$ cat config.mk
export PLATFORM = sky130hd
export DESIGN_NAME = decodeStage
export DESIGN_NICKNAME = d
export VERILOG_FILES = /design/src/source/decodePkg.sv /design/src/source/branchResolve.sv /design/src/source/controlDecode.sv /design/src/source/decodeStage.sv /design/src/source/immExtend.sv /design/src/source/regFileBypass.sv
export SDC_FILE = /design/constraint.sdc
export NUM_CORES = 1
export LEC_CHECK = 0
export BUFFER_PORTS_ARGS = -buffer_cell sky130_fd_sc_hd__clkbuf_2
export CAP_MARGIN = 30
export CORE_ASPECT_RATIO = 0.5
export CORE_UTILIZATION = 50
export DETAILED_ROUTE_END_ITERATION = 8
export PLACE_DENSITY = 0.74
export SKIP_CTS_REPAIR_TIMING = 1
export SLEW_MARGIN = 20
export SYNTH_ARGS = -nofsm -noshare
export SYNTH_HDL_FRONTEND = slang
export SYNTH_SLANG_ARGS = --single-unit
$ cat constraint.sdc
create_clock -name clk -period 10.8 [get_ports clk]
set_clock_uncertainty 0.2 [all_clocks]
set_input_delay 2.16 -clock clk [delete_from_list [all_inputs] [get_ports clk]]
set_output_delay 2.16 -clock clk [all_outputs]
set_load 0.1 [all_outputs]
$ cat src/source/decodePkg.sv
`default_nettype none

package decodePkg;

    localparam int numRegs = 8;

    // Destination of JAL and JALR
    localparam logic [2:0] linkReg = 3'd7;

    typedef logic [2:0]  regIdx_t;
    typedef logic [15:0] word_t;
    typedef logic [2:0]  aluOp_t;

    typedef enum logic [4:0] {
        HALT  = 5'b00000, NOP   = 5'b00001,
        J     = 5'b00100, JR    = 5'b00101, JAL   = 5'b00110, JALR  = 5'b00111,
        ADDI  = 5'b01000, SUBI  = 5'b01001, XORI  = 5'b01010, ANDNI = 5'b01011,
        BEQZ  = 5'b01100, BNEZ  = 5'b01101, BLTZ  = 5'b01110, BGEZ  = 5'b01111,
        ST    = 5'b10000, LD    = 5'b10001, SLBI  = 5'b10010, STU   = 5'b10011,
        LBI   = 5'b11000, BTR   = 5'b11001, SHIFT = 5'b11010, ALU   = 5'b11011,
        SEQ   = 5'b11100, SLT   = 5'b11101, SLE   = 5'b11110, SCO   = 5'b11111
    } opcode_t;

    typedef enum logic [2:0] {
        COND_NONE, COND_EQZ, COND_NEZ, COND_LTZ, COND_GEZ
    } branchCond_t;

    // Comparison done by SEQ, SLT and SLE
    typedef enum logic [1:0] {
        SET_NONE, SET_EQ, SET_LT, SET_LE
    } setCond_t;

    // Instruction formats, all sharing the opcode in bits 15:11
    typedef struct packed {
        opcode_t    opcode;
        regIdx_t    rs;
        regIdx_t    rt;
        regIdx_t    rd;
        logic [1:0] func;
    } rFmt_t;

    typedef struct packed {
        opcode_t    opcode;
        regIdx_t    rs;
        regIdx_t    rd;
        logic [4:0] imm5;
    } i1Fmt_t;

    typedef struct packed {
        opcode_t    opcode;
        regIdx_t    rs;
        logic [7:0] imm8;
    } i2Fmt_t;

    typedef struct packed {
        opcode_t     opcode;
        logic [10:0] disp11;
    } jFmt_t;

    typedef union packed {
        rFmt_t  rFmt;
        i1Fmt_t i1Fmt;
        i2Fmt_t i2Fmt;
        jFmt_t  jFmt;
    } instr_t;

    typedef struct packed {
        aluOp_t      aluOp;
        logic        aluSrc;
        logic        regWrite;
        logic        memWrite;
        logic        memRead;
        logic        memToReg;
        branchCond_t branchCond;
        logic        jump;
        logic        jumpReg;
        logic        link;
        logic        btr;
        logic        lbi;
        logic        slbi;
        setCond_t    setCond;
        logic        sco;
        logic        halt;
        logic        noOp;
    } ctl_t;

    // Result bundle of one later pipeline stage
    typedef struct packed {
        logic    valid;
        regIdx_t rd;
        word_t   data;
        logic    link;
        word_t   pcInc;
    } fwd_t;

endpackage

`default_nettype wire

$ cat src/source/branchResolve.sv
`timescale 1ns/1ps
`default_nettype none

module branchResolve (
    input  decodePkg::word_t       rsValue,
    input  decodePkg::branchCond_t cond,
    output logic                   taken
);
    import decodePkg::*;

    logic isZero;
    logic isNeg;

    assign isZero = (rsValue == '0);
    assign isNeg  = rsValue[15];

    always_comb begin
        case (cond)
            COND_EQZ: taken = isZero;
            COND_NEZ: taken = !isZero;
            COND_LTZ: taken = isNeg;
            COND_GEZ: taken = !isNeg;
            default:  taken = 1'b0;
        endcase
    end

endmodule

`default_nettype wire

$ cat src/source/controlDecode.sv
`timescale 1ns/1ps
`default_nettype none

module controlDecode (
    input  decodePkg::instr_t instr,
    output decodePkg::ctl_t   ctl,
    output logic              err
);
    import decodePkg::*;

    opcode_t op;

    assign op = instr.rFmt.opcode;

    always_comb begin
        ctl = '0;
        err = 1'b0;
        case (op)
            HALT: begin
                ctl.halt = 1'b1;
            end
            NOP: begin
                ctl.noOp = 1'b1;
            end
            J: begin
                ctl.jump = 1'b1;
            end
            JR: begin
                ctl.jump    = 1'b1;
                ctl.jumpReg = 1'b1;
            end
            JAL: begin
                ctl.jump     = 1'b1;
                ctl.link     = 1'b1;
                ctl.regWrite = 1'b1;
            end
            JALR: begin
                ctl.jump     = 1'b1;
                ctl.jumpReg  = 1'b1;
                ctl.link     = 1'b1;
                ctl.regWrite = 1'b1;
            end
            // Low opcode bits select add, sub, xor, andn
            ADDI, SUBI, XORI, ANDNI: begin
                ctl.aluOp    = instr.rFmt.opcode[2:0];
                ctl.aluSrc   = 1'b1;
                ctl.regWrite = 1'b1;
            end
            BEQZ: ctl.branchCond = COND_EQZ;
            BNEZ: ctl.branchCond = COND_NEZ;
            BLTZ: ctl.branchCond = COND_LTZ;
            BGEZ: ctl.branchCond = COND_GEZ;
            ST: begin
                ctl.aluSrc   = 1'b1;
                ctl.memWrite = 1'b1;
            end
            LD: begin
                ctl.aluSrc   = 1'b1;
                ctl.memRead  = 1'b1;
                ctl.memToReg = 1'b1;
                ctl.regWrite = 1'b1;
            end
            STU: begin
                // Store, then write the updated address back to Rs
                ctl.aluSrc   = 1'b1;
                ctl.memWrite = 1'b1;
                ctl.regWrite = 1'b1;
            end
            SLBI: begin
                ctl.slbi     = 1'b1;
                ctl.regWrite = 1'b1;
            end
            LBI: begin
                ctl.lbi      = 1'b1;
                ctl.regWrite = 1'b1;
            end
            BTR: begin
                ctl.btr      = 1'b1;
                ctl.regWrite = 1'b1;
            end
            // Shift ops get opcode bit 0 clear, arithmetic ops get it set
            SHIFT, ALU: begin
                ctl.aluOp    = {instr.rFmt.opcode[0], instr.rFmt.func};
                ctl.regWrite = 1'b1;
            end
            SEQ: begin
                ctl.setCond  = SET_EQ;
                ctl.regWrite = 1'b1;
            end
            SLT: begin
                ctl.setCond  = SET_LT;
                ctl.regWrite = 1'b1;
            end
            SLE: begin
                ctl.setCond  = SET_LE;
                ctl.regWrite = 1'b1;
            end
            SCO: begin
                ctl.sco      = 1'b1;
                ctl.regWrite = 1'b1;
            end
            default: begin
                err = 1'b1;
            end
        endcase
    end

endmodule

`default_nettype wire

$ cat src/source/decodeStage.sv
`timescale 1ns/1ps
`default_nettype none

module decodeStage (
    input  logic               clk,
    input  logic               rstN,
    input  decodePkg::instr_t  instr,
    input  decodePkg::word_t   pcInc,
    input  logic               writeEn,
    input  decodePkg::regIdx_t writeSel,
    input  decodePkg::word_t   writeData,
    input  decodePkg::fwd_t    exFwd,
    input  decodePkg::fwd_t    memFwd,
    output decodePkg::word_t   read1Data,
    output decodePkg::word_t   read2Data,
    output decodePkg::word_t   imm,
    output decodePkg::ctl_t    ctl,
    output decodePkg::regIdx_t rs,
    output decodePkg::regIdx_t rt,
    output decodePkg::regIdx_t rdOut,
    output decodePkg::word_t   pcNew,
    output logic               redirect,
    output logic               err
);
    import decodePkg::*;

    opcode_t op;
    word_t   rsValue;
    word_t   targetBase;
    logic    taken;

    // A stage hits when it writes the register we read
    function automatic logic fwdHit(fwd_t f, regIdx_t sel);
        return f.valid && (f.rd == sel);
    endfunction

    // Linking stages write their return address, not their ALU result
    function automatic word_t fwdValue(fwd_t f);
        return f.link ? f.pcInc : f.data;
    endfunction

    assign op = instr.rFmt.opcode;
    assign rs = instr.rFmt.rs;
    assign rt = instr.rFmt.rt;

    regFileBypass u_regFile (
        .clk       (clk),
        .rstN      (rstN),
        .read1Sel  (rs),
        .read2Sel  (rt),
        .writeSel  (writeSel),
        .writeData (writeData),
        .writeEn   (writeEn),
        .read1Data (read1Data),
        .read2Data (read2Data)
    );

    immExtend u_immExtend (
        .instr (instr),
        .imm   (imm)
    );

    controlDecode u_controlDecode (
        .instr (instr),
        .ctl   (ctl),
        .err   (err)
    );

    always_comb begin
        case (op)
            STU, LBI, SLBI: rdOut = instr.rFmt.rs;
            JAL, JALR:      rdOut = linkReg;
            default: begin
                if (op[4:3] == 2'b11) begin
                    rdOut = instr.rFmt.rd;
                end else begin
                    rdOut = instr.i1Fmt.rd;
                end
            end
        endcase
    end

    // Youngest producer wins
    always_comb begin
        if (fwdHit(exFwd, rs)) begin
            rsValue = fwdValue(exFwd);
        end else if (fwdHit(memFwd, rs)) begin
            rsValue = fwdValue(memFwd);
        end else begin
            rsValue = read1Data;
        end
    end

    branchResolve u_branchResolve (
        .rsValue (rsValue),
        .cond    (ctl.branchCond),
        .taken   (taken)
    );

    assign targetBase = ctl.jumpReg ? rsValue : pcInc;
    assign pcNew      = targetBase + imm;
    assign redirect   = taken | ctl.jump;

endmodule

`default_nettype wire

$ cat src/source/immExtend.sv
`timescale 1ns/1ps
`default_nettype none

module immExtend (
    input  decodePkg::instr_t instr,
    output decodePkg::word_t  imm
);
    import decodePkg::*;

    opcode_t    op;
    logic [4:0] imm5;
    logic [7:0] imm8;
    logic [10:0] disp11;

    assign op     = instr.rFmt.opcode;
    assign imm5   = instr.i1Fmt.imm5;
    assign imm8   = instr.i2Fmt.imm8;
    assign disp11 = instr.jFmt.disp11;

    always_comb begin
        case (op)
            ADDI, SUBI, ST, LD, STU:
                imm = {{11{imm5[4]}}, imm5};
            // Logical immediates stay unsigned
            XORI, ANDNI:
                imm = {11'b0, imm5};
            BEQZ, BNEZ, BLTZ, BGEZ, LBI, JR, JALR:
                imm = {{8{imm8[7]}}, imm8};
            SLBI:
                imm = {8'b0, imm8};
            J, JAL:
                imm = {{5{disp11[10]}}, disp11};
            default:
                imm = '0;
        endcase
    end

endmodule

`default_nettype wire

$ cat src/source/regFileBypass.sv
`timescale 1ns/1ps
`default_nettype none

module regFileBypass (
    input  logic              clk,
    input  logic              rstN,
    input  decodePkg::regIdx_t read1Sel,
    input  decodePkg::regIdx_t read2Sel,
    input  decodePkg::regIdx_t writeSel,
    input  decodePkg::word_t   writeData,
    input  logic              writeEn,
    output decodePkg::word_t   read1Data,
    output decodePkg::word_t   read2Data
);
    import decodePkg::*;

    word_t regs [numRegs];

    always_ff @(posedge clk or negedge rstN) begin
        if (!rstN) begin
            for (int i = 0; i < numRegs; i++) begin
                regs[i] <= '0;
            end
        end else if (writeEn) begin
            regs[writeSel] <= writeData;
        end
    end

    // Write in the same cycle passes straight through to the readers
    assign read1Data = (writeEn && (writeSel == read1Sel)) ? writeData : regs[read1Sel];
    assign read2Data = (writeEn && (writeSel == read2Sel)) ? writeData : regs[read2Sel];

endmodule

`default_nettype wire

-- Word level (Yosys, flattened, before mapping)
Index checks and enable logic that the tools add are counted.
- memories kept: 0
- RAM bits: 0
- logic and storage cells: 111
- bits in latches: 0
- memory bits (read-only): 0
- input bits: 128
- register bits after elaboration: 128
- output and inout port bits: 97
- muxes and demuxes: 37
- $mul: 0
- bitwise operators: 4
- order comparisons: 4
- divide/modulo/power cells: 0
- equal/unequal tests: 34
- reductions and logical operators: 23
- shift-type cells: 0
- add/sub/neg operators: 1
- operators by type and width (cell ; number):
    two-way mux 16 bit ; 12
    bitwise mux 128 bit ; 1
    binary-select mux 16 bit (select 3 bit) ; 2
    case mux 16 bit (5 select lines) ; 1
    == test 5 bit, second input constant ; 12
    demux 16 bit (select 3 bit) ; 1
    == test 5 x 4 -> 1 bit, second input constant ; 8
    OR reduction 26 bit ; 1
    == test 5 x 3 -> 1 bit, second input constant ; 4
    OR reduction 17 bit ; 1
    adder 16 bit ; 1
    logical NOT 16 bit ; 1
    OR reduction 7 bit ; 2
    two-way mux 1 bit ; 13
    == test 3 bit ; 4
    >= comparator 4 bit, second input constant ; 3
    NOT 3 -> 4 bit ; 3
    case mux 3 bit (2 select lines) ; 2
    case mux 3 bit (4 select lines) ; 1
    OR reduction 2 bit ; 6
    OR reduction 4 bit ; 2
    == test 3 x 2 -> 1 bit, second input constant ; 2
    case mux 2 bit (3 select lines) ; 1
    == test 5 x 1 -> 1 bit, second input constant ; 1
    other kinds (13) ; 18

-- Logic depth before layout (Yosys ltp)
- word-level depth: 11
- depth in mapped cells: 18
- mapped depth without buffers: 17

-- Cells and area by module
A second synthesis with hierarchy kept.
- cells, all modules: 786
- area total of the unflattened synthesis: 9972.1 um^2
- by module, submodules not included (module ; instances ; area an instance (um^2) ; sequential area each (um^2) ; cells an instance):
    regFileBypass ; 1 ; 7508.5 ; 3203.1 ; 452
    decodeStage ; 1 ; 1795.5 ; 0.0 ; 234
    controlDecode ; 1 ; 299.0 ; 0.0 ; 49
    immExtend ; 1 ; 284.0 ; 0.0 ; 39
    branchResolve ; 1 ; 85.1 ; 0.0 ; 12

-- Least setup slack after synthesis
OpenSTA, ideal clock, no wires.
- kind: input-to-output
- start: input port instr[14] (netlist bit)
- end: output port pcNew[14]
- path slack: -1.236 ns
- cell stages on the path: 16
- data arrival time: 9.676 ns
- data required time: 8.440 ns
- buffers on the path: 0
- path through: nor2b_1 -> nand2_1 -> nor3_1 -> nor2_1 -> nand2_1 -> or2_1 -> and2_1 -> ha_1 -> a21o_1 -> a21oi_1 -> o21bai_1 -> a21oi_1 -> o21ai_1 -> a211oi_1 -> nor2_1 -> o311ai_1
- elaborated cells between the ends (all ways): 26
- those cells by class: add/sub (1); eq/ne (17); mux (3); reduce/logical (5)
- RTL lines (element ; line ; RTL):
    start, declared ; decodeStage.sv:7 ; input decodePkg::instr_t instr,
    == test 5 x 3 -> 1 bit (tied with other cells) ; immExtend.sv:21 ; case (op)
    OR reduction 7 bit (tied with other cells) ; immExtend.sv:21 ;
    case mux 16 bit (5 select lines) * ; immExtend.sv:21 ;
    net imm[2] ; decodeStage.sv:16 ; output decodePkg::word_t imm,
    adder 16 bit * ; decodeStage.sv:101 ; assign pcNew = targetBase + imm;
    end, declared ; decodeStage.sv:21 ; output decodePkg::word_t pcNew,
The timed path passes the listed nets; every way through them passes the cells marked *.

-- Final worst setup path
- start: input port instr[9] (netlist bit)
- end: output port pcNew[14]
- longest elaborated chain between the ends: 9
- elaborated cells between the ends (all ways): 16
- those cells by class: add/sub (1); eq/ne (3); mux (8); bitwise (1); reduce/logical (3)
- RTL lines (element ; line ; RTL):
    NOT 3 -> 4 bit (implied by the code) ; regFileBypass.sv:30 ; assign read1Data = (writeEn && (writeSel == read1Sel)) ? writeData : regs[read1Sel];
    binary-select mux 16 bit (select 3 bit) ; regFileBypass.sv:30 ;
    two-way mux 16 bit (implied by the code) (2 in series) ; regFileBypass.sv:30 ;
    two-way mux 16 bit ; regFileBypass.sv:30 ;
    two-way mux 16 bit ; decodeStage.sv:87 ; end else if (fwdHit(memFwd, rs)) begin
    two-way mux 16 bit ; decodeStage.sv:85 ; if (fwdHit(exFwd, rs)) begin
    two-way mux 16 bit ; decodeStage.sv:100 ; assign targetBase = ctl.jumpReg ? rsValue : pcInc;
    adder 16 bit * ; decodeStage.sv:101 ;
Every way passes the cells marked *; elsewhere a longest branch is shown, timed or not. The select of a mux whose other input is x is not followed.

==> impl_metrics.toml <==
[synth]
yosysSeqAreaShare = 0.343
async_flop_share = 1.00
synth_common_cells = "sky130_fd_sc_hd__dfrtp_1 (128), sky130_fd_sc_hd__mux2_1 (94), sky130_fd_sc_hd__nor2_1 (88)"
synth_top_cells_by_area = "sky130_fd_sc_hd__dfrtp_1 (34%), sky130_fd_sc_hd__mux4_2 (15%), sky130_fd_sc_hd__mux2_1 (11%)"
syn_area_mm2 = 0.00934
ys_types = 55
synth_ff_type = "sky130_fd_sc_hd__dfrtp_1"
synthCells = 841
synth_nets = 985
postSynthRegisterBits = 128
yosysTopAreaCellShare = 0.343
synth-edff-count = 0
yosys_warning_total = 0
synth_area_leader_cell = "sky130_fd_sc_hd__dfrtp_1"
yosys.cell_count.top_type = "sky130_fd_sc_hd__dfrtp_1"
post_synthesis_average_cell_area_um2 = 11.1

[global_routing]
gr-max-usage-layer = "met2"
global_route.overflow_total = 0
grt_start_max_net_pins = 66
global_route_track_usage_on_met3 = 0.0695
met1_usage_grt = 0.435
antenna_found_initial = 0
globalRouteMet2Util = 0.521
grtUsageTotal = 0.323
grt_pass1_vias = 8025
global_route_wire_length_before_repair_um = 46700

[worst_setup_path]
critical_path_required_ns = 8.44
worst_setup_path_end_kind = "output port"
max_stage_delay_ns = 0.88
cp_slowest_cell = "sky130_fd_sc_hd__a2111oi_0"
setup.worst_path.class = "primary input to output port"
path_cells = "clkbuf_2 > xnor2_1 > and4_1 > nor3_2 > a2111oi_0 > a21oi_1 > ha_1 > fa_1 > a21o_1 > a21oi_1 > o21bai_1 > a21oi_1 > o21ai_1 > a211oi_1 > nor2_1 > o311ai_2 > buf_12"
crit_top_cell = "sky130_fd_sc_hd__a21oi_1"
start_kind = "primary input"
crit_fanout = 24
critical_path.n_buffers_inverters = 2
critPathTopFamily = "compound AO/OA/AOI/OAI gates"
worst_ep_arrival_time_ns = 7.83

[routing]
drtPass1Iterations = 5
first_iter_violations = 852
wire_per_inst_um = 24.0
num_vias = 8084
drtAntennaViolNets = 0
totalWireLength_um = 30200
number_of_design_rule_violations_left_after_detail_routing = 0
post_drt_via_cell_ratio = 6.43

[power]
internal_power_mw = 1.24
clkPwrFrac = 0.250
ir_drop_v = 0.000151
pwr-share-seq = 0.290
powerDensity_mw_per_mm2 = 207
net-switching-power_mw = 1.09
p_leak_nw = 5.14
switching_share = 0.468
combinationalPowerShare = 0.460

[sta]
final_hold_viol_count = 0
rsz_0062_raised_after_global_routing = "false"
tightestPinTransition_ns = 0.983
postLayoutSetupSlackWorst_ns = 0.612
worst_slew_margin_rel = 0.328
slew_violations = 0
finalCritPeriodShare = 0.943
max_freq_ghz = 0.0982
finalSetupViolations = 0
layout_min_cycle_time_ns = 10.19

[clocking]
clock_latency_ns = 0.42
clk_pin_slew_worst_paths_ns = 0.06
cts.path.max_buffers = 2
cts_sinks = 128
tritoncts = "done"
cts_root_buffer = "sky130_fd_sc_hd__clkbuf_16"
ctsHtreeMaxLevel = 4
cts-buffers-inserted = 17

[layout]
antenna_cells_inserted = 0
top_register = "u_regFile.regs"
final_core_utilization = 0.630
fillcell_total = 1353
top_regs = "u_regFile.regs x128"
post_route_cells_drive_above_1_share = 0.376
flip_flop_count_of_the_largest_register_after_layout = 128
syn2layout_area_growth_pct = 20.1
final_net_count = 1155
layout.cells.non_filler = 1258

[floorplan]
chipHeight_um = 98.6
die_area_mm2 = 0.0193
start_util = 0.524
floorplan.die.width_um = 195
io-pin-count = 225
placement_rows = 34
coreArea_mm2 = 0.0178

[placement]
port-buffer-count = 224
place.detailed.instances = 1226
finalWeightedCongestion = 0.992
pre_cts_ws_ns = 0.719
place_hpwl_um = 21500

[min_path]
min_delay_path_class = "flip-flop to flip-flop"

[outcome]
outcome = "finished clean"

[flow_run]
drv_cap = 0
==> worst paths after layout <==
kind                                                 start                              end  slack (ns)  cells past startpoint
min                        u_regFile.regs[110]$_DFFE_PN0P_  u_regFile.regs[110]$_DFFE_PN0P_        0.32                      1
max                                               instr[9]                        pcNew[14]        0.61                     17
max reg2reg                 u_regFile.regs[95]$_DFFE_PN0P_   u_regFile.regs[95]$_DFFE_PN0P_        9.73                      1
min in group asynchronous                             rstN   u_regFile.regs[29]$_DFFE_PN0P_        1.61                      1
max in group asynchronous                             rstN   u_regFile.regs[80]$_DFFE_PN0P_        7.46                      2
min reg2reg                u_regFile.regs[110]$_DFFE_PN0P_  u_regFile.regs[110]$_DFFE_PN0P_        0.32                      1
==> logic make-up after synthesis <==
family,count (synthesis),synth area share
compound gates,108,0.0735
xor+xnor,25,0.0234
fa+ha+maj,16,0.0222
buf+inv,98,0.0506
flops,128,0.343
mux,258,0.380
simple gates,208,0.108
==> metrics by stage <==
step | setup TNS, ns | hold WS, ns | instance area [um2] | power [mW]
floorplan | -0.155 | 0.270 | 9370 | 1.48
global placement | 0 | 0.284 | 10600 | 1.70
detailed placement | 0 | 0.296 | 10600 | 1.72
finish | 0 | 0.317 | 11200 | 2.32
global route | 0 | 0.326 | 11200 | 2.40
CTS | 0 | 0.316 | 11200 | 2.31
==> area by class of cell <==
type,instances,area [um2],area share
clock buffers,17,425,0.0379
clock inverters,15,168,0.0149
inverters,7,26.3,0.00234
multi-input cells,615,5740,0.511
flip-flops and latches,128,3200,0.285
well taps,234,293,0.0261
repair buffers,242,1370,0.122
==> power groups by stage <==
stage / Clock (mW) / Sequential (mW) / Combinational, mW
final: 0.580 / 0.673 / 1.07
after global routing: 0.610 / 0.683 / 1.11
after CTS: 0.583 / 0.668 / 1.06
after detailed placement: 0 / 0.671 / 1.05
after global placement: 0 / 0.661 / 1.04
after floorplan: 0 / 0.640 / 0.842
==> routing by layer <==
layer / share of wire / vias to the layer above
met4: 0.024 / 0
li1: - / 3494
met1: 0.41 / 4041
met3: 0.091 / 65
met5: 0 / -
met2: 0.48 / 484
==> cells in the final DEF, fill, tap and decap left out, types with 11 or more instances in the layout <==
cell                          n
sky130_fd_sc_hd__nor3_1      20
sky130_fd_sc_hd__dfrtp_1    128
sky130_fd_sc_hd__mux4_2      64
sky130_fd_sc_hd__clkbuf_2   216
sky130_fd_sc_hd__mux2i_1     65
sky130_fd_sc_hd__nor2_1      88
sky130_fd_sc_hd__xnor2_1     20
sky130_fd_sc_hd__nand2_1     27
sky130_fd_sc_hd__mux2_1      94
sky130_fd_sc_hd__clkbuf_16   17
sky130_fd_sc_hd__ha_1        15
sky130_fd_sc_hd__mux2_2      35
sky130_fd_sc_hd__a21oi_1     61
sky130_fd_sc_hd__a2111oi_1   11
sky130_fd_sc_hd__buf_4       17
sky130_fd_sc_hd__nor4_1      18
Power figures use the tool's default switching activity.
